**src/rtl/axi_perf_pkg.sv**
```systemverilog
`default_nettype none

package axi_perf_pkg;

  localparam int unsigned AXI_ADDR_W = 20;
  localparam int unsigned AXI_DATA_W = 16;
  localparam int unsigned AXI_STRB_W = AXI_DATA_W / 8;
  localparam int unsigned AXI_ID_W   = 4;
  // the id bits above these carry the generator index
  localparam int unsigned GEN_ID_W   = AXI_ID_W - 1;
  localparam int unsigned STAT_W     = 32;

  localparam logic [1:0] AXI_BURST_INCR = 2'd1;
  localparam logic [1:0] AXI_RESP_OKAY  = 2'd0;

  typedef struct packed {
    logic [AXI_ADDR_W-1:0] addr;
    logic [AXI_ID_W-1:0]   id;
    logic [7:0]            len;
    logic [2:0]            size;
    logic [1:0]            burst;
  } axi_aw_t;

  typedef struct packed {
    logic [AXI_DATA_W-1:0] data;
    logic [AXI_STRB_W-1:0] strb;
    logic                  last;
  } axi_w_t;

  typedef struct packed {
    logic [AXI_ID_W-1:0] id;
    logic [1:0]          resp;
  } axi_b_t;

  typedef struct packed {
    logic [AXI_ADDR_W-1:0] base_addr;
    logic [7:0]            beats;
    // stride is in bytes
    logic [AXI_ADDR_W-1:0] stride;
    logic [15:0]           num_bursts;
  } burst_cfg_t;

  typedef struct packed {
    logic [STAT_W-1:0] aw_count;
    logic [STAT_W-1:0] w_count;
    logic [STAT_W-1:0] b_count;
    logic [STAT_W-1:0] b_err_count;
    logic [STAT_W-1:0] active_cycles;
  } wr_stats_t;

  // 128 data words of stride at the default width
  localparam burst_cfg_t CFG_RESET = '{
    base_addr:  '0,
    beats:      8'd64,
    stride:     AXI_ADDR_W'(256),
    num_bursts: 16'd16
  };

endpackage

`default_nettype wire

```
**src/rtl/axi_perf_stats.sv**
```systemverilog
`default_nettype none

module axi_perf_stats (
  input  logic                    clk,
  input  logic                    rst_n,
  input  logic                    stat_clear_i,
  input  logic                    active_i,
  input  logic                    awvalid_i,
  input  logic                    awready_i,
  input  logic                    wvalid_i,
  input  logic                    wready_i,
  input  logic                    bvalid_i,
  input  logic                    bready_i,
  input  logic [1:0]              bresp_i,
  output axi_perf_pkg::wr_stats_t stats_o
);
  import axi_perf_pkg::*;

  logic aw_fire;
  logic w_fire;
  logic b_fire;

  assign aw_fire = awvalid_i && awready_i;
  assign w_fire  = wvalid_i && wready_i;
  assign b_fire  = bvalid_i && bready_i;

  always_ff @(posedge clk) begin
    if (!rst_n) begin
      stats_o <= '0;
    end else if (stat_clear_i) begin
      stats_o <= '0;
    end else begin
      if (aw_fire) begin
        stats_o.aw_count <= stats_o.aw_count + STAT_W'(1);
      end
      if (w_fire) begin
        stats_o.w_count <= stats_o.w_count + STAT_W'(1);
      end
      if (b_fire) begin
        stats_o.b_count <= stats_o.b_count + STAT_W'(1);
      end
      // anything but OKAY counts as an error
      if (b_fire && (bresp_i != AXI_RESP_OKAY)) begin
        stats_o.b_err_count <= stats_o.b_err_count + STAT_W'(1);
      end
      if (active_i) begin
        stats_o.active_cycles <= stats_o.active_cycles + STAT_W'(1);
      end
    end
  end

endmodule

`default_nettype wire

```
**config.mk**
```make
export PLATFORM = sky130hd
export DESIGN_NAME = axi_perf_stats
export DESIGN_NICKNAME = d
export VERILOG_FILES = /design/src/rtl/axi_perf_pkg.sv /design/src/rtl/axi_perf_stats.sv
export SDC_FILE = /design/constraint.sdc
export NUM_CORES = 1
export LEC_CHECK = 0
export BUFFER_PORTS_ARGS = -buffer_cell sky130_fd_sc_hd__buf_4
export CAP_MARGIN = 10
export CORE_MARGIN = 2
export CORE_UTILIZATION = 49
export CTS_CLUSTER_DIAMETER = 80
export DETAILED_ROUTE_END_ITERATION = 7
export GPL_TIMING_DRIVEN = 0
export HOLD_SLACK_MARGIN = 0.05
export PLACE_DENSITY = 0.76
export SLEW_MARGIN = 5
export SYNTH_ARGS = -nofsm -noshare
export SYNTH_HDL_FRONTEND = slang
export SYNTH_SLANG_ARGS = --single-unit
```
**constraint.sdc**
```tcl
create_clock -name clk -period 2 [get_ports clk]
set_input_delay 0.2 -clock clk [delete_from_list [all_inputs] [get_ports clk]]
set_output_delay 0.2 -clock clk [all_outputs]
set_load 0.05 [all_outputs]
```
# Word level (Yosys, flattened, before mapping)

Index checks and enable logic that the tools add are counted.

Word-level logic and storage cells: 17
Output and inout bits: 160
Register bits: 160

Reductions and logical operators: 6
Bitwise operators: 1
$add $sub $neg: 5

Operators by type and width:

| cell                    | number |
|---|---|
| $add A32 B1 Y32 const B | 5 |
| $logic_and A1 B1 Y1     | 4 |
| $reduce_bool A2 Y1      | 1 |
| $reduce_or A2 Y1        | 1 |
| $not A1 Y1              | 1 |

# Depth between registers and ports, before layout

Depth after elaboration: 2
Depth in mapped cells: 7
Depth with buffers taken out: 5

# Worst setup path after synthesis

No wires, ideal clock.

Path kind: reg-to-reg
Start: reg stats_o[102] (netlist bit)
End: reg stats_o[125] (netlist bit)
Arrival: 2303 ps
Required time: 1868 ps
Cell stages (with the launch flop): 8
Buffers on the path: 3
Setup time: 132 ps
Path slack: -435 ps
Cell sequence: dfxtp_1 > nand4_4 > or4_4 > buf_6 > clkbuf_1 > clkbuf_1 > o31ai_1 > a21oi_1

Cells in the longest elaborated chain, start to end: 1

RTL lines:

| what               | line                 | RTL |
|---|---|---|
| start: declaration | axi_perf_stats.sv:15 | `output axi_perf_pkg::wr_stats_t stats_o` |
| $add A32 B1 Y32    | axi_perf_stats.sv:37 | `stats_o.w_count <= stats_o.w_count + STAT_W'(1);` |

No other way between the ends.
A chain may end at the register's enable or synchronous reset.

# Final worst setup path

Start: reg stats_o[147] (netlist bit)
End: reg stats_o[157] (netlist bit)

Cells in the longest elaborated chain, start to end: 1

RTL lines:

| what            | line                 | RTL |
|---|---|---|
| $add A32 B1 Y32 | axi_perf_stats.sv:34 | `stats_o.aw_count <= stats_o.aw_count + STAT_W'(1);` |

No other way between the ends.

==> metrics.cfg <==
[layout]
top_register=stats_o
nNetsFinal=1117
antenna_cells=0
drive_above_1_share=0.334
finalNonFillerCells=1301
largest_register_ffs=160
fill_cells=1242
reg_top3=stats_o (160)
area_growth_pct=36.2
fin_area_mm2=0.0104
utilization=0.683

[place]
place_congestion=0.862
port-buffer-count=170
placed_area_mm2=0.00940
hpwl_mm=15.1
placed_cells=1257

[synthesis]
yosysUniqueCellTypes=40
synth_cells=899
syn_nets=916
synth_seq_area_share=0.420
yosysTopAreaCell=dfxtp_1
yosysWarnings=0
yosys.area.top_type_share=0.420
synth.most_common_cell=dfxtp_1
synthTopCellsByCount=160 x dfxtp_1, 94 x a21oi_1, 74 x or4_1
synth-main-ff-cell=dfxtp_1
synth_area_leaders=dfxtp_1 42%, or4_1 7.3%, o31ai_1 6.7%, a21oi_1 6.2%, nand4_1 4.1%
async_flop_share=0
netlist_area_mm2=0.00763
synth_edf_count=0
avgSynthCellArea_um2=8.49
ys_seq_elements=160

[global_routing]
antenna_found_initial=0
grt_pass1_wl_mm=34.8
grt.overflow.total=0
track_usage=0.256
grt_pass1_vias=6963
grt_max_degree=17

[timing]
finalCriticalPeriod_ps=1990
rsz0062_at_grt=yes
final_hold_viol_count=0
fin_crit_sh=0.997
tightest_slew_ps=919
max_slew_margin=0.381
finClkSkew_ps=8.10
finalSetupViolations=0
max_freq_mhz=501
finalSetupTns_ps=0
finalMaxSlewViolations=0

[worst_hold_path]
holdPathStages=3
hp-class=in -> reg

[clock_network]
htreeDepth=4
clk_pin_slew_ps=60
clock-root-buffer=clkbuf_16
ctsHoldBuffers=0
clockBufferDepth=2
cts_sinks=160
cts_tree=done
cts_buffers=17
clock_latency_ps=430

[critical_path]
start_kind=register
path_class=reg -> reg
crit_path_end_kind=register
reg2regPathDepth=6
path_max_fanout=10
cp.required_ps=2280
arrival_ps=2270

[detailed_routing]
drcViolationCount=0
drt-initial-drc-count=635
first_pass_iters=5
wirelength_mm=22.2
postRouteAntennaNets=0
vias=7924
wire_per_inst_um=17.0
avgViaCountPerCell=6.09

[floorplan]
die_h_um=129
io_pins=172
die_x_um=129
die_area_mm2=0.0166
rows=45
start_util=0.502
core_area_mm2=0.0152

[power_and_ir_drop]
p_per_area_mw_per_mm2=633
total_leakage_power_nw=3.52
ir_drop_uv=566

[flow_run]
cap_violations=0

[status]
outcome=finished, final reports clean

[layer usage]
| layer | vias to the layer above | global-route usage | routed length (um) |
|---|---|---|---|
| met4 | 0 | 0.0895 | 379 |
| met5 | - | 0 | 0 |
| met2 | 244 | 0.402 | 10600 |
| li1 | 3852 | - | - |
| met3 | 29 | 0.0491 | 1210 |
| met1 | 3799 | 0.354 | 10000 |
[what timing repair did]
item	CTS	global route
setup buffers	9	8
pin swaps	8	11
gates resized for setup	24	53
setup endpoints to repair	47	59
cloned	1	0
[worst max-delay path, stage by stage (launching register included)]
cell and delay, ps:
dfxtp_2 380, nand3_2 120, or4_4 510, clkbuf_8 180, buf_2 250, o31ai_1 290, a21oi_1 110
[layout by cell type, fill, tap and decap left out, types with 3 or more instances in the layout]
cell / Yosys / routed
a21oi_2: 0 / 7
a21oi_1: 94 / 87
o31a_1: 4 / 4
inv_1: 18 / 18
nor4_1: 17 / 16
clkbuf_16: 0 / 18
or3_1: 28 / 27
or2_2: 3 / 3
or4_4: 1 / 9
o31ai_2: 0 / 10
dfxtp_1: 160 / 67
and2_1: 8 / 7
xor2_1: 23 / 23
nand2b_1: 6 / 6
or4_1: 74 / 66
mux2i_1: 6 / 6
clkbuf_8: 0 / 6
o31ai_1: 68 / 53
and3_1: 13 / 13
and4_1: 22 / 19
o31ai_4: 0 / 5
nand2_1: 61 / 60
dfxtp_4: 0 / 39
o21ai_0: 23 / 23
clkinv_2: 0 / 6
o21a_1: 6 / 6
nor3_1: 10 / 10
nand4_1: 50 / 50
dfxtp_2: 0 / 54
nand3_1: 51 / 48
clkbuf_2: 0 / 4
bufinv_16: 0 / 3
nor2_1: 56 / 56
buf_4: 0 / 188
xnor2_1: 28 / 28
clkbuf_1: 48 / 29
clkinv_1: 0 / 3
ha_1: 5 / 4
[cell families after synthesis]
family	after synthesis	share of synthesized area
AO/OA/AOI/OAI	204	0.165
XOR/XNOR	51	0.0586
adder cells (fa/ha/maj)	5	0.00820
buffers and inverters	70	0.0364
flip-flops	160	0.420
multiplexers	6	0.00787
AND/OR/NAND/NOR	403	0.305
[area by class of cell]
type,instances,area (um^2),area share
Buffer,46,274,0.0264
Multi-Input combinational cell,669,4390,0.423
Clock buffer,18,439,0.0423
Tap cell,188,235,0.0226
Timing Repair Buffer,188,1420,0.136
Clock inverter,14,146,0.0141
Inverter,18,67.6,0.00650
Sequential cell,160,3420,0.329
[report_power, final]
group	switching [mW]	leakage (nW)	total [mW]	internal, mW
combinational	0.116	1.88	0.158	0.0422
clock	1.30	0.288	3.27	1.97
sequential	0.00652	1.35	3.15	3.14
[metrics by stage]
step	total power [mW]	worst slack, ps	hold slack (ps)
floorplan	3.31	-29.0	350
global placement	3.38	-153	466
detailed placement	3.38	-149	470
CTS	6.61	5.97	72.2
global route	6.76	-49.4	105
finish	6.57	5.89	85.7
[path summary, 6_finish.rpt]
check | to | startpoint | slack (ps)
worst min register to register | stats_o[63] | stats_o[63] | 480
worst max-delay path | stats_o[157] | stats_o[147] | 6
worst max register to register | stats_o[157] | stats_o[147] | 6
worst min-delay path | stats_o[65] | bready_i | 90
Note: power is estimated with default switching activity, not from simulation.
