$ cat src/rtl/axi_perf_pkg.sv
`default_nettype none

package axi_perf_pkg;

  localparam int unsigned AXI_ADDR_W = 20;
  localparam int unsigned AXI_DATA_W = 16;
  localparam int unsigned AXI_STRB_W = AXI_DATA_W / 8;
  localparam int unsigned AXI_ID_W   = 4;
  // the id bits above these carry the generator index
  localparam int unsigned GEN_ID_W   = AXI_ID_W - 1;
  localparam int unsigned STAT_W     = 32;

  localparam logic [1:0] AXI_BURST_INCR = 2'd1;
  localparam logic [1:0] AXI_RESP_OKAY  = 2'd0;

  typedef struct packed {
    logic [AXI_ADDR_W-1:0] addr;
    logic [AXI_ID_W-1:0]   id;
    logic [7:0]            len;
    logic [2:0]            size;
    logic [1:0]            burst;
  } axi_aw_t;

  typedef struct packed {
    logic [AXI_DATA_W-1:0] data;
    logic [AXI_STRB_W-1:0] strb;
    logic                  last;
  } axi_w_t;

  typedef struct packed {
    logic [AXI_ID_W-1:0] id;
    logic [1:0]          resp;
  } axi_b_t;

  typedef struct packed {
    logic [AXI_ADDR_W-1:0] base_addr;
    logic [7:0]            beats;
    // stride is in bytes
    logic [AXI_ADDR_W-1:0] stride;
    logic [15:0]           num_bursts;
  } burst_cfg_t;

  typedef struct packed {
    logic [STAT_W-1:0] aw_count;
    logic [STAT_W-1:0] w_count;
    logic [STAT_W-1:0] b_count;
    logic [STAT_W-1:0] b_err_count;
    logic [STAT_W-1:0] active_cycles;
  } wr_stats_t;

  // 128 data words of stride at the default width
  localparam burst_cfg_t CFG_RESET = '{
    base_addr:  '0,
    beats:      8'd64,
    stride:     AXI_ADDR_W'(256),
    num_bursts: 16'd16
  };

endpackage

`default_nettype wire

$ cat src/rtl/axi_perf_wr.sv
`default_nettype none

module axi_perf_wr (
  input  logic                     clk,
  input  logic                     rst_n,
  input  logic                     start_i,
  input  axi_perf_pkg::burst_cfg_t cfg_i,
  output logic                     busy_o,
  output logic                     awvalid_o,
  output axi_perf_pkg::axi_aw_t    aw_o,
  input  logic                     awready_i,
  output logic                     wvalid_o,
  output axi_perf_pkg::axi_w_t     w_o,
  input  logic                     wready_i,
  input  logic                     bvalid_i,
  input  axi_perf_pkg::axi_b_t     b_i,
  output logic                     bready_o
);
  import axi_perf_pkg::*;

  localparam logic [2:0]          AW_SIZE = 3'($clog2(AXI_STRB_W));
  localparam logic [GEN_ID_W-1:0] GEN_ID  = '0;

  burst_cfg_t            cfg_q;
  logic                  busy_q;
  logic [15:0]           aw_cnt_q;
  logic [15:0]           w_cnt_q;
  logic [15:0]           b_cnt_q;
  logic [15:0]           b_cnt_next;
  logic [7:0]            beat_q;
  logic [AXI_ADDR_W-1:0] aw_addr_q;
  logic [AXI_ADDR_W-1:0] w_base_q;
  logic [AXI_ADDR_W-1:0] w_addr_q;
  logic                  aw_fire;
  logic                  w_fire;
  logic                  b_fire;
  logic                  w_last;

  assign aw_fire    = awvalid_o && awready_i;
  assign w_fire     = wvalid_o && wready_i;
  // only responses carrying our own id are counted
  assign b_fire     = bvalid_i && bready_o && (b_i.id[GEN_ID_W-1:0] == GEN_ID);
  assign w_last     = (beat_q == cfg_q.beats - 8'd1);
  assign b_cnt_next = b_cnt_q + 16'(b_fire);

  assign busy_o    = busy_q;
  assign bready_o  = busy_q;
  assign awvalid_o = busy_q && (aw_cnt_q != cfg_q.num_bursts);
  // a burst's data only goes out once its address was accepted
  assign wvalid_o  = busy_q && (w_cnt_q != aw_cnt_q);

  always_comb begin
    aw_o.addr  = aw_addr_q;
    aw_o.id    = AXI_ID_W'(GEN_ID);
    aw_o.len   = cfg_q.beats - 8'd1;
    aw_o.size  = AW_SIZE;
    aw_o.burst = AXI_BURST_INCR;
    w_o.data   = AXI_DATA_W'(w_addr_q);
    w_o.strb   = '1;
    w_o.last   = w_last;
  end

  // ---------------------------------------------------------
  // burst, beat and response counters
  always_ff @(posedge clk) begin
    if (!rst_n) begin
      busy_q   <= 1'b0;
      aw_cnt_q <= '0;
      w_cnt_q  <= '0;
      b_cnt_q  <= '0;
      beat_q   <= '0;
    end else if (start_i && !busy_q) begin
      busy_q   <= 1'b1;
      aw_cnt_q <= '0;
      w_cnt_q  <= '0;
      b_cnt_q  <= '0;
      beat_q   <= '0;
    end else if (busy_q) begin
      if (aw_fire) begin
        aw_cnt_q <= aw_cnt_q + 16'd1;
      end
      if (w_fire) begin
        if (w_last) begin
          beat_q  <= '0;
          w_cnt_q <= w_cnt_q + 16'd1;
        end else begin
          beat_q <= beat_q + 8'd1;
        end
      end
      b_cnt_q <= b_cnt_next;
      // also ends a run programmed with zero bursts
      if (b_cnt_next == cfg_q.num_bursts) begin
        busy_q <= 1'b0;
      end
    end
  end

  // ---------------------------------------------------------
  // address pattern
  always_ff @(posedge clk) begin
    if (start_i && !busy_q) begin
      cfg_q     <= cfg_i;
      aw_addr_q <= cfg_i.base_addr;
      w_base_q  <= cfg_i.base_addr;
      w_addr_q  <= cfg_i.base_addr;
    end else begin
      if (aw_fire) begin
        aw_addr_q <= aw_addr_q + cfg_q.stride;
      end
      if (w_fire) begin
        if (w_last) begin
          w_base_q <= w_base_q + cfg_q.stride;
          w_addr_q <= w_base_q + cfg_q.stride;
        end else begin
          w_addr_q <= w_addr_q + AXI_ADDR_W'(AXI_STRB_W);
        end
      end
    end
  end

endmodule

`default_nettype wire

$ cat config.mk
export PLATFORM = sky130hd
export DESIGN_NAME = axi_perf_wr
export DESIGN_NICKNAME = d
export VERILOG_FILES = /design/src/rtl/axi_perf_pkg.sv /design/src/rtl/axi_perf_wr.sv
export SDC_FILE = /design/constraint.sdc
export NUM_CORES = 1
export LEC_CHECK = 0
export BUFFER_PORTS_ARGS = -buffer_cell sky130_fd_sc_hd__buf_4
export CORE_UTILIZATION = 50
export DETAILED_ROUTE_END_ITERATION = 7
export GPL_TIMING_DRIVEN = 1
export PLACE_DENSITY_LB_ADDON = 0.3
export SYNTH_ARGS = -nofsm -noshare
export SYNTH_HDL_FRONTEND = slang
export SYNTH_SLANG_ARGS = --single-unit
$ cat constraint.sdc
create_clock -name clk -period 4.9 [get_ports clk]
set_input_delay 1.225 -clock clk [delete_from_list [all_inputs] [get_ports clk]]
set_output_delay 1.225 -clock clk [all_outputs]
set_load 0.01 [all_outputs]
=== Word-level counts from Yosys, hierarchy flattened ===
Index checks and enable logic that the tools add are counted.

* Register bits: 161
* Bits of input ports: 76

* Add/sub/neg operators: 8
* Equality and inequality tests: 4
* Muxes and demuxes: 12
* Bitwise operators: 1
* Reduce and logical (&&, ||, !) cells: 17

{| class="wikitable"
|+ Operators by type and width
! cell !! number
|-
| $mux W20 || 8
|-
| $add A20 B20 Y20 || 2
|-
| $add A16 B1 Y16 const B || 2
|-
| $ne A16 B16 Y1 || 2
|-
| $add A20 B2 Y20 const B || 1
|-
| $add A16 B1 Y16 || 1
|-
| $eq A16 B16 Y1 || 1
|-
| $add A8 B1 Y8 const B || 1
|-
| $eq A8 B8 Y1 || 1
|-
| $mux W8 || 1
|-
| $sub A8 B1 Y8 const B || 1
|-
| $logic_and A1 B1 Y1 || 7
|-
| $reduce_and A2 Y1 || 3
|-
| $reduce_bool A2 Y1 || 3
|-
| $logic_not A3 Y1 || 1
|-
| $mux W1 || 3
|-
| $reduce_and A3 Y1 || 1
|-
| $reduce_or A2 Y1 || 1
|-
| $logic_not A1 Y1 || 1
|-
| $not A1 Y1 || 1
|}

=== Longest topological paths before layout ===
* Word-level depth: 7
* Mapped depth: 11

=== Least setup slack after synthesis ===
OpenSTA, ideal clock, no wires.

* Kind: input port to flip-flop
* Start: input start_i
* End: register aw_addr_q[10], data pin
* Arrival time: 3397 ps
* Data required time: 4569 ps
* Path slack: 1172 ps
* Cell stages on the path: 5
* Path buffers: 2
* Path through: nand2_1 clkinv_1 clkbuf_1 clkbuf_1 o21ai_0

* Cells in the longest elaborated chain, start to end: 2

{| class="wikitable"
|+ Ends and longest elaborated chain
! item !! line !! source
|-
| start: declaration || axi_perf_wr.sv:6 || <nowiki>input logic start_i,</nowiki>
|-
| $logic_and A1 B1 Y1 || axi_perf_wr.sv:101 || <nowiki>if (start_i && !busy_q) begin</nowiki>
|-
| $mux W20 || axi_perf_wr.sv:101 ||
|-
| end signal: assignment || axi_perf_wr.sv:103 || <nowiki>aw_addr_q <= cfg_i.base_addr;</nowiki>
|-
| end signal: assignment || axi_perf_wr.sv:108 || <nowiki>aw_addr_q <= aw_addr_q + cfg_q.stride;</nowiki>
|-
| end: declaration || axi_perf_wr.sv:31 || <nowiki>logic [AXI_ADDR_W-1:0] aw_addr_q;</nowiki>
|}

Every way passes these cells.
A chain may end at the register's enable or synchronous reset.

==> results by group <==
Outcome
  – Status: completed

Route
  – Final wirelength: 22800 um
  – Final routed DRC violation total: 0
  – 1st-pass router iterations: 5
  – First-iteration detailed-routing DRC count: 615
  – Via count: just under 8000
  – Per-cell routed wire length: 17.2 um
  – Final ANT Viol Nets: 0
  – Post-DR vias/cell: 5.92

Min path
  – Hold WC Path Type: flop to flop
  – Hold Path Origin: w_cnt_q[14]
  – Hold EP: w_cnt_q[14]
  – Hold Path Cell Cnt: 2

Power and ir drop
  – Clk pwr share: 35.4%
  – Maximum VDD drop: 0.219 mV
  – Leakage: 4.29 nW
  – Power Density: 337 mW/mm2
  – Net Switching: 1.15 mW
  – Design Power: 3.73 mW
  – Int Pwr: 2.58 mW
  – Comb pwr share: approximately 23%
  – Reg power frac: about two fifths
  – Sw Share: 30.7%

STA
  – Final period util: 89.3%
  – Least-Margin Pin Slew: approximately 1.1 ns
  – # setup viols final: 0
  – Max Fclk: 0.228 GHz
  – Clk_skew: 0.0149 ns
  – Final hold vios: 0
  – RSZ-0062 raised after global routing: false
  – Max Slew Vio Count: 0
  – Setup TNS: 0 ns
  – Final worst slack: 0.522 ns
  – Post-layout min period: 4.38 ns
  – Relative slew slack: a little over a quarter

Clock tree
  – Clock net sink count: 153
  – Worst skew pair latency: 0.44 ns
  – TritonCTS clock tree: yes
  – Largest buffer count on any clock path: 2
  – # resized after CTS: 0
  – Post-CTS setup buffers: 0
  – # hold bufs at CTS: 0
  – CTS root buf: clkbuf_16
  – CTS clk-pin slew, worst paths: 0.07 ns
  – Max H-tree Level: 4
  – CTS buffer count: 17

Yosys
  – Post-synthesis cell count: 981
  – Syn Area/Cell: a little under 10 um2
  – Register area share after synthesis: 42.6%
  – Top FF cell, synth: edfxtp_1
  – Synth cell types: 74
  – Ys Warns: 0
  – #FFs+latches synth: ~150
  – Post-synth top area share: 30.5%
  – Asr flop ratio synth: 0%
  – Synth Cell Area: 0.00945 mm2
  – Number of flops mapped to enable cells by yosys: 96
  – Area leader, netlist: edfxtp_1
  – Ranking of synthesized cells by area: edfxtp_1 (30%), dfxtp_1 (12%), xnor2_1 (6.0%)

Critical path
  – CP Class: flop to output pin
  – CP Capture Type: output pin
  – CP Launch Type: flop
  – Reg2reg start: cfg_q[36]
  – CP max FO: 12
  – R2R Path End: w_cnt_q[2]
  – WP data arrival: approximately 3.2 ns
  – Cells on worst reg2reg path: 9
  – CP Data Required Time: 3.67 ns
  – R2r setup slk: 1.61 ns

Finish
  – Final-stage net count: around 1200
  – Most frequent cells in the layout: buf_4 (130), edfxtp_1 (96), nand2_1 (88)
  – Layout cell share with drive strength beyond 1: approximately 16%
  – Area growth syn-to-layout: 17.3%
  – Register Area: 0.00402 mm2
  – Final instance area: 0.0111 mm2
  – Area taken by multi-input logic gates: 0.00511 mm2
  – # diodes: 0
  – Commonest non-fill, non-tap cell in the layout: buf_4
  – Filler cell count: 1539

Global route
  – Pin count of the biggest net entering global routing: 41
  – Gr usage total: 23.9%
  – Vias in the first global route: 7417
  – Initial antenna violation count: 0
  – Global route overflow: 0
  – First-pass GRT wire length: roughly 37000 um

Die
  – Starting Density: between 50% and 60%
  – Die height: 139 um
  – Core area: 0.0183 mm2
  – Num ports: 136
  – Die area: slightly below 0.02 mm2
  – Die width: around 140 um
  – # rows: 49

Placed design
  – Cell Area, Placed: about 0.010 mm2
  – I/O Buffers: 121
  – Placer Congestion: 0.872
  – Placement Setup Slack: about 0.99 ns
  – Dpl hpwl: 16500 um

Job
  – # Max-Cap Violations: 0
[flip-flops by register name, indices dropped and copies added, names as in the netlist]
signal	cells
cfg_q	44
w_base_q	16
beat_q	8
w_addr_q	16
b_cnt_q	16
bready_o	1
aw_cnt_q	16
aw_addr_q	20
w_cnt_q	16
[cells by family (layout without fill, tap and decap cells)]
| family | Yosys count | in the layout | share of synthesized area (%) |
|---|---|---|---|
| and+or+nand+nor | 360 | 360 | 19.7 |
| AOI/OAI and AO/OA | 216 | 216 | 15.8 |
| DFF | 153 | 153 | 42.6 |
| xor gates and xnor gates | 125 | 125 | 11.7 |
| buffers and inverters | 77 | 187 | 3.72 |
| adders and majority gates | 43 | 43 | 5.85 |
| muxes | 5 | 5 | 0.529 |
| other | 2 | 11 | 0.0794 |
[per-stage QoR]
step / std cells / utilization [%] / hold WS [ns]
after floorplan: 990 / - / 0.464
after global placement: 1297 / 57.4 / 0.479
after detailed placement: 1297 / 57.4 / 0.507
after CTS: 1329 / 60.7 / 0.519
after global routing: 1329 / 60.7 / 0.532
final: 1329 / 60.7 / 0.516
[layer usage]
layer	track usage (%)	vias to the layer above	routed length, um
met5	0	-	0
met4	9.59	0	561
met3	4.47	39	1400
met2	38.6	283	10800
met1	31.7	3671	10100
li1	-	3872	-
[critical path: stages, from the launching register on]
cell and delay (ns):
edfxtp_1 0.45, inv_1 0.11, ha_1 0.22, nor3b_1 0.39, xnor2_1 0.18, o2111a_1 0.21, and3_1 0.39, nand2_1 0.36
inv_1 0.25, buf_4 0.15
[cell type report]
type,instances,share of cell area (%)
inverters,25,0.858
clock inverters,13,1.16
well taps,229,2.58
clock buffers,19,4.19
flip-flops and latches,153,36.3
repair buffers,130,8.80
multi-input cells,760,46.1
[power by group through the flow]
stage	Sequential (mW)	Combinational, mW	Clock (mW)
6_report	1.56	0.852	1.32
5_1_grt	1.57	0.943	1.39
4_1_cts	1.56	0.846	1.34
3_5_place_dp	1.59	0.838	0
3_3_place_gp	1.58	0.823	0
2_1_floorplan	1.59	0.562	0
[synthesized netlist by cell type (21+ instances only)]
| library cell | number |
|---|---|
| xor2_1 | 59 |
| dfxtp_1 | 57 |
| o21ai_0 | 46 |
| nor3_1 | 28 |
| nor2_1 | 66 |
| a21oi_1 | 44 |
| ha_1 | 41 |
| nand3_1 | 40 |
| inv_1 | 24 |
| nand2_1 | 88 |
| and3_1 | 23 |
| nor4_1 | 21 |
| xnor2_1 | 65 |
| clkbuf_1 | 31 |
| nand4_1 | 31 |
| edfxtp_1 | 96 |
[worst max-delay path by stage]
| stage | start | end | slack, ns |
|---|---|---|---|
| 2_1_floorplan | start_i | aw_addr_q[10] | 1.17 |
| 3_3_place_gp | cfg_q[36] | w_o[0] | 1.09 |
| 5_1_grt | cfg_q[36] | w_o[0] | 0.21 |
| 4_1_cts | cfg_q[36] | w_o[0] | 0.53 |
| 3_5_place_dp | cfg_q[36] | w_o[0] | 0.99 |
| 6_report | cfg_q[36] | w_o[0] | 0.52 |
Power figures use the tool's default switching activity.
