===== config.mk =====
export PLATFORM = sky130hd
export DESIGN_NAME = axi_perf_ctrl
export DESIGN_NICKNAME = d
export VERILOG_FILES = /design/src/rtl/axi_perf_pkg.sv /design/src/rtl/axi_perf_ctrl.sv
export SDC_FILE = /design/constraint.sdc
export NUM_CORES = 1
export LEC_CHECK = 0
export ABC_AREA = 1
export BUFFER_PORTS_ARGS = -buffer_cell sky130_fd_sc_hd__buf_2
export CAP_MARGIN = 20
export CORE_MARGIN = 2
export CORE_UTILIZATION = 25
export CTS_CLUSTER_DIAMETER = 150
export CTS_CLUSTER_SIZE = 10
export DETAILED_ROUTE_END_ITERATION = 10
export GPL_TIMING_DRIVEN = 0
export PLACE_DENSITY = 0.47
export SKIP_LAST_GASP = 1
export SYNTH_ARGS = -nofsm -noshare
export SYNTH_HDL_FRONTEND = slang
export SYNTH_SLANG_ARGS = --single-unit

===== constraint.sdc =====
create_clock -name clk -period 2.1 [get_ports clk]
set_input_delay 0.105 -clock clk [delete_from_list [all_inputs] [get_ports clk]]
set_output_delay 0.105 -clock clk [all_outputs]
set_load 0.1 [all_outputs]

===== src/rtl/axi_perf_pkg.sv =====
`default_nettype none

package axi_perf_pkg;

  localparam int unsigned AXI_ADDR_W = 20;
  localparam int unsigned AXI_DATA_W = 16;
  localparam int unsigned AXI_STRB_W = AXI_DATA_W / 8;
  localparam int unsigned AXI_ID_W   = 4;
  // the id bits above these carry the generator index
  localparam int unsigned GEN_ID_W   = AXI_ID_W - 1;
  localparam int unsigned STAT_W     = 32;

  localparam logic [1:0] AXI_BURST_INCR = 2'd1;
  localparam logic [1:0] AXI_RESP_OKAY  = 2'd0;

  typedef struct packed {
    logic [AXI_ADDR_W-1:0] addr;
    logic [AXI_ID_W-1:0]   id;
    logic [7:0]            len;
    logic [2:0]            size;
    logic [1:0]            burst;
  } axi_aw_t;

  typedef struct packed {
    logic [AXI_DATA_W-1:0] data;
    logic [AXI_STRB_W-1:0] strb;
    logic                  last;
  } axi_w_t;

  typedef struct packed {
    logic [AXI_ID_W-1:0] id;
    logic [1:0]          resp;
  } axi_b_t;

  typedef struct packed {
    logic [AXI_ADDR_W-1:0] base_addr;
    logic [7:0]            beats;
    // stride is in bytes
    logic [AXI_ADDR_W-1:0] stride;
    logic [15:0]           num_bursts;
  } burst_cfg_t;

  typedef struct packed {
    logic [STAT_W-1:0] aw_count;
    logic [STAT_W-1:0] w_count;
    logic [STAT_W-1:0] b_count;
    logic [STAT_W-1:0] b_err_count;
    logic [STAT_W-1:0] active_cycles;
  } wr_stats_t;

  // 128 data words of stride at the default width
  localparam burst_cfg_t CFG_RESET = '{
    base_addr:  '0,
    beats:      8'd64,
    stride:     AXI_ADDR_W'(256),
    num_bursts: 16'd16
  };

endpackage

`default_nettype wire


===== src/rtl/axi_perf_ctrl.sv =====
`default_nettype none

module axi_perf_ctrl #(
  parameter int unsigned NUM_GEN = 2,
  localparam int unsigned SEL_W = (NUM_GEN > 1) ? $clog2(NUM_GEN) : 1
) (
  input  logic                                   clk,
  input  logic                                   rst_n,
  input  logic                                   cfg_we_i,
  input  logic [SEL_W-1:0]                       cfg_gen_i,
  input  axi_perf_pkg::burst_cfg_t               cfg_i,
  input  logic                                   start_i,
  input  logic [NUM_GEN-1:0]                     gen_busy_i,
  output logic [NUM_GEN-1:0]                     gen_start_o,
  output axi_perf_pkg::burst_cfg_t [NUM_GEN-1:0] gen_cfg_o,
  output logic                                   stat_clear_o,
  output logic                                   busy_o,
  output logic                                   done_o
);
  import axi_perf_pkg::*;

  typedef enum logic [1:0] {
    ST_IDLE,
    ST_RUN,
    ST_WAIT,
    ST_DONE
  } state_t;

  state_t                   state_q;
  state_t                   state_d;
  burst_cfg_t [NUM_GEN-1:0] cfg_q;
  logic                     done_q;
  logic                     start_ok;

  assign busy_o       = (state_q == ST_RUN) || (state_q == ST_WAIT);
  assign start_ok     = start_i && !busy_o;
  assign gen_start_o  = {NUM_GEN{state_q == ST_RUN}};
  assign stat_clear_o = (state_q == ST_RUN);
  assign gen_cfg_o    = cfg_q;
  assign done_o       = done_q;

  // ---------------------------------------------------------
  // configuration registers, frozen while a run is busy
  always_ff @(posedge clk) begin
    if (!rst_n) begin
      for (int g = 0; g < NUM_GEN; g++) begin
        cfg_q[g] <= CFG_RESET;
      end
    end else if (cfg_we_i && !busy_o) begin
      for (int g = 0; g < NUM_GEN; g++) begin
        if (cfg_gen_i == SEL_W'(g)) begin
          cfg_q[g] <= cfg_i;
        end
      end
    end
  end

  // ---------------------------------------------------------
  // run sequencer
  always_comb begin
    state_d = state_q;
    case (state_q)
      ST_IDLE: begin
        if (start_i) begin
          state_d = ST_RUN;
        end
      end
      // generators see their start pulse here
      ST_RUN: state_d = ST_WAIT;
      ST_WAIT: begin
        if (gen_busy_i == '0) begin
          state_d = ST_DONE;
        end
      end
      ST_DONE: state_d = start_i ? ST_RUN : ST_IDLE;
      default: state_d = ST_IDLE;
    endcase
  end

  always_ff @(posedge clk) begin
    if (!rst_n) begin
      state_q <= ST_IDLE;
      done_q  <= 1'b0;
    end else begin
      state_q <= state_d;
      if (start_ok) begin
        done_q <= 1'b0;
      end else if (state_q == ST_DONE) begin
        done_q <= 1'b1;
      end
    end
  end

endmodule

`default_nettype wire


# == Word level (Yosys, flattened, before mapping) ==
# Cells that the tools add are included.
# word_totals
register_bits,131
input_bits,71
out_inout_bits,133
# op_classes
n_eq_ne,5
muxes,4
bitwise_logic,2
reduce_logical,10
# ops
operator,count
$pmux W2 S4,1
$reduce_and A2 Y1,3
$eq A2 B2 Y1 const B,2
$logic_not A2 Y1,2
$mux W2,2
$eq A2 B1 Y1 const B,1
$logic_and A1 B1 Y1,2
$ne A2 B1 Y1 const B,1
$ne A2 B2 Y1 const B,1
$not A1 Y1,2
$reduce_or A2 Y1,1
$logic_not A1 Y1,1
$logic_or A1 B1 Y1,1
$mux W1,1

# == Logic depth before layout (Yosys ltp) ==
# logic_depth
word_depth,5
ltp_mapped,10
depth_no_buf,8

# == Worst setup path after synthesis ==
# No wires, ideal clock.
# synth_path
path_kind,reg-to-reg
start,register state_q[0]
end,register cfg_q (netlist bit gen_cfg_o[57])
setup_ns,0.118
arrival_time_ns,2.011
setup_slack_ns,-0.029
path_stages_with_launch,10
n_path_buf,2
cell_sequence,dfxtp_1 > inv_1 > ha_1 > inv_2 > nand2_1 > nor2_2 > buf_6 > buf_6 > o21ai_0 > nor2_1
# synth_via
elab_chain_cells,5
# synth_rtl
item,line,text
"start, declared",axi_perf_ctrl.sv:29,state_t state_q;
"start signal, assigned",axi_perf_ctrl.sv:85,state_q <= state_d;
$eq A2 B1 Y1 / $eq A2 B2 Y1 (equally long branches),axi_perf_ctrl.sv:35,assign busy_o = (state_q == ST_RUN) || (state_q == ST_WAIT);
$logic_or A1 B1 Y1 *,axi_perf_ctrl.sv:35,
named net busy_o,axi_perf_ctrl.sv:17,"output logic busy_o,"
$logic_not A1 Y1 *,axi_perf_ctrl.sv:49,end else if (cfg_we_i && !busy_o) begin
$logic_and A1 B1 Y1 *,axi_perf_ctrl.sv:49,
$reduce_and A2 Y1 (no source line) *,-,
"end signal, assigned by index",axi_perf_ctrl.sv:52,cfg_q[g] <= cfg_i;
"end, declared",axi_perf_ctrl.sv:31,burst_cfg_t [NUM_GEN-1:0] cfg_q;
# Mark *: on every way through the listed nets, which the timed path passes. The rest lies on a longest branch.
# A chain may end at the register's enable or synchronous reset.

# == Worst setup path after layout ==
# layout_path
start,register state_q[0]
end,register cfg_q (netlist bit gen_cfg_o[53])
# layout_via
elab_chain_cells,5
# layout_rtl
item,line
$eq A2 B1 Y1 / $eq A2 B2 Y1 (equally long branches),axi_perf_ctrl.sv:35
$logic_or A1 B1 Y1 *,axi_perf_ctrl.sv:35
$logic_not A1 Y1 *,axi_perf_ctrl.sv:49
$logic_and A1 B1 Y1 *,axi_perf_ctrl.sv:49
$reduce_and A2 Y1 (no source line) *,-
# Mark *: on every way between the ends. The rest lies on a longest branch, timed or not.

==> results.md <==
Run status:
- The run finished with clean final reports.

Cells and area:
- Leaving out fill and tap cells, the most frequent cell in the layout is sky130_fd_sc_hd__buf_2.
- The library cells used most frequently in the layout, excluding fill and tap cells, are sky130_fd_sc_hd__buf_2 (211), sky130_fd_sc_hd__nand2_1 (139), sky130_fd_sc_hd__dfxtp_1 (131).
- The number of fillers in the final layout is 1974.
- The number of diodes added for antenna fixing is 0.
- The share of cells above drive strength 1 is 0.3060.
- Relative to the synthesized area, the layout overhead comes to 54.46%.
- The multi-input combinational cell area is 1747 sq um.
- The number of non-filler instances in the completed layout is 1123.
- The number of nets in the final layout is 951.
- Registers take 2623 sq um.

Floorplan:
- The core region area is 18580 sq um.
- The die covers 19910 sq um.
- The effective utilization at floorplan is 0.2529.
- The die boundary height is 141.1 um.
- The overall die width is 141.1 um.
- After floorplanning, the core was divided into 50 placement rows.
- The number of top-level pins is 204.

GRT:
- The via count of the first global-routing pass was 4649.
- The initial antenna violation count is 0.
- The overall track demand over capacity in global routing is 0.1595.
- The global-route wire length before repair is 24840 um.
- Entering global routing, the biggest net connects 17 pins.
- The sum of overflow across all layers after global routing is 0.

Timing:
- The maximum frequency from static timing analysis is 0.5420 GHz.
- The hold violation total from the final report is 0.
- Of the available clock period, the critical path in the final layout requires 0.8786.
- The number of pins with negative max-slew slack in the final report is 0.
- Setup repair after global routing left no endpoint under its margin.
- The worst pin sits at a relative slew slack of 0.5928.
- The worst slack on hold paths is 0.1154 ns.
- Counting I/O delays and the setup requirement, the final critical path takes 1.845 ns.
- Between clock sinks in the finished design, the worst skew comes to 0.004317 ns.
- The accumulated negative setup slack is 0 ns.
- The final number of setup-violating endpoints is 0.
- The actual transition at the worst max-transition pin is 0.6108 ns.

Clock network:
- The number of setup buffers added after CTS is 0.
- At the later pin of the worst-skew pair, clock insertion delay measures 0.41 ns.
- The total clock buffers created by CTS is 17.
- TritonCTS built the clock tree.
- The H-tree depth is 4.
- The clock slew at the register clock pins of the worst setup and hold paths is 0.06 ns.
- The buffer cell driving the clock tree root is sky130_fd_sc_hd__clkbuf_16.
- The number of sinks handled by clock tree synthesis is 131.
- In this run the deepest clock path goes through 2 buffers.

Worst setup path:
- The worst setup path is launched from a register.
- For the worst setup path, the data arrival time is 2.15 ns.
- The setup path with the least slack is of type reg2reg.
- In this run the worst path has a maximum fanout of 10.
- The worst path required time is 2.40 ns.
- The worst setup path is captured at a register.

Place:
- The half-perimeter wire length after detailed placement is 11160 um.
- Input and output buffers added on the ports amount to 203.
- Including well taps, the total number of placed cells is 1026.
- At the end of routability-driven placement, the weighted congestion stood at 0.7968.

Route:
- The aggregate routed wire length is 15720 um.
- In this run the remaining antenna-violating nets after routing total 0.
- The number of iterations in the first detailed-routing pass is 4.
- The number of design rule violations left after detail routing is 0.
- The first routing iteration left 212 violations.
- The ratio of routed vias to standard cells is 4.176.
- The final route contains 4690 vias.
- After detailed routing, the average wire length per cell comes to 14.00 um.

Synthesis:
- The synthesized flop and latch total is 131.
- The net count of the mapped netlist is 664.
- The share of the Yosys chip area taken by registers is 0.5582.
- The number of unique standard cell types used by synthesis is 18.
- Yosys printed 0 warnings.
- After technology mapping, the gate count stands at 589.
- In this run the cell area of the synthesized design comes to 4698 sq um.
- In this run the mean area of a mapped cell was 7.977 sq um.

Pwr:
- The largest vdd supply drop is 0.9596 mV.
- In this run the static leakage power is 3.468 nW.
- The power density over the cells is 1605 nW/um^2.

Hold path:
- The class of the tightest hold or removal check is in2reg.

Job:
- Across the run, the number of max-cap violations was 0.
## final timing paths
path / start / to / slack [ns] / depth (start not counted)
max reg2reg: state_q[0]$_SDFFE_PN0P_ / gen_cfg_o[53]$_SDFFE_PN0P_ / 0.25 / 10
min reg2reg: gen_cfg_o[42]$_SDFFE_PN1P_ / gen_cfg_o[42]$_SDFFE_PN1P_ / 0.45 / 2
min: gen_busy_i[0] / state_q[0]$_SDFFE_PN0P_ / 0.12 / 6
max: state_q[0]$_SDFFE_PN0P_ / gen_cfg_o[53]$_SDFFE_PN0P_ / 0.25 / 10
## worst max-delay path: stages, from the launching register on
cell                      delay [ns]
sky130_fd_sc_hd__dfxtp_1        0.41
sky130_fd_sc_hd__inv_1          0.11
sky130_fd_sc_hd__ha_2           0.31
sky130_fd_sc_hd__inv_2          0.10
sky130_fd_sc_hd__nand2_1        0.07
sky130_fd_sc_hd__nor2_2         0.11
sky130_fd_sc_hd__buf_6          0.20
sky130_fd_sc_hd__inv_6          0.10
sky130_fd_sc_hd__buf_6          0.15
sky130_fd_sc_hd__nor2_1         0.11
sky130_fd_sc_hd__nor2_1         0.06
## cell usage after synthesis
cell / number / area (sq um)
sky130_fd_sc_hd__nor2_1: 128 / 480.5
sky130_fd_sc_hd__inv_1: 5 / 18.77
sky130_fd_sc_hd__nor2_2: 1 / 6.260
sky130_fd_sc_hd__buf_6: 12 / 135.1
sky130_fd_sc_hd__o21ai_1: 11 / 55.05
sky130_fd_sc_hd__nand3_1: 8 / 40.04
sky130_fd_sc_hd__a21oi_1: 63 / 315.3
sky130_fd_sc_hd__ha_1: 4 / 50.05
sky130_fd_sc_hd__clkinv_2: 1 / 5.000
sky130_fd_sc_hd__nand2_1: 139 / 521.8
sky130_fd_sc_hd__dfxtp_1: 131 / 2623
sky130_fd_sc_hd__inv_6: 1 / 8.760
sky130_fd_sc_hd__o21ai_0: 53 / 265.3
sky130_fd_sc_hd__nand3_2: 1 / 10.01
sky130_fd_sc_hd__inv_2: 2 / 7.510
sky130_fd_sc_hd__clkbuf_1: 11 / 41.29
sky130_fd_sc_hd__buf_4: 10 / 75.07
sky130_fd_sc_hd__buf_2: 8 / 40.04
## per-stage QoR
stage	total power (W)	worst slack [ns]	cell area (sq um)	utilization
floorplan	0.007720	0.2185	4701	-
global placement	0.008643	0.2275	6010	0.3234
detailed placement	0.008644	0.2427	6010	0.3234
CTS	0.01176	0.2332	7257	0.3906
global route	0.01216	0.07508	7257	0.3906
finish	0.01165	0.2548	7257	0.3906
## area by class of cell
| type | instances | area share |
|---|---|---|
| buffer | 41 | 0.04017 |
| sequential | 131 | 0.3614 |
| inverter | 9 | 0.005517 |
| clock buffer | 20 | 0.06431 |
| multi-input combinational | 408 | 0.2407 |
| tap | 234 | 0.04034 |
| clock inverter | 12 | 0.01793 |
| timing repair buffer | 268 | 0.2297 |
## what timing repair did
| item | in CTS | in global routing |
|---|---|---|
| hold endpoints to repair | 129 | 0 |
| gates resized for setup | 0 | 0 |
| hold buffers | 65 | 0 |
## state kept, by name (all words and copies together), names as in the netlist
register and cells:
state_q 2, done_o 1, gen_cfg_o 128
## cell families (layout without fill, tap and decap cells)
kind of cell    after synthesis  count (layout)  share of synthesized area
fa+ha+maj                     4               4                    0.01065
simple gates                277             277                     0.2253
buf+inv                      50             350                    0.07057
compound gates              127             127                     0.1353
flops                       131             131                     0.5582
## metal layers
layer / vias up / share of wire / track usage / routed length (um)
li1: 2458 / - / - / -
met1: 2111 / 0.47 / 0.2017 / 7322
met2: 105 / 0.47 / 0.2632 / 7445
met3: 16 / 0.045 / 0.04212 / 708
met4: 0 / 0.016 / 0.05579 / 245
met5: - / 0 / 0 / 0
## power by group
part / internal, W / switching (W) / leakage (nW)
clock network: 0.00184 / 0.00115 / 0.280
registers: 0.00295 / 0.000225 / 1.07
logic: 0.000901 / 0.00458 / 2.12
Note: power is estimated with default switching activity, not from simulation.
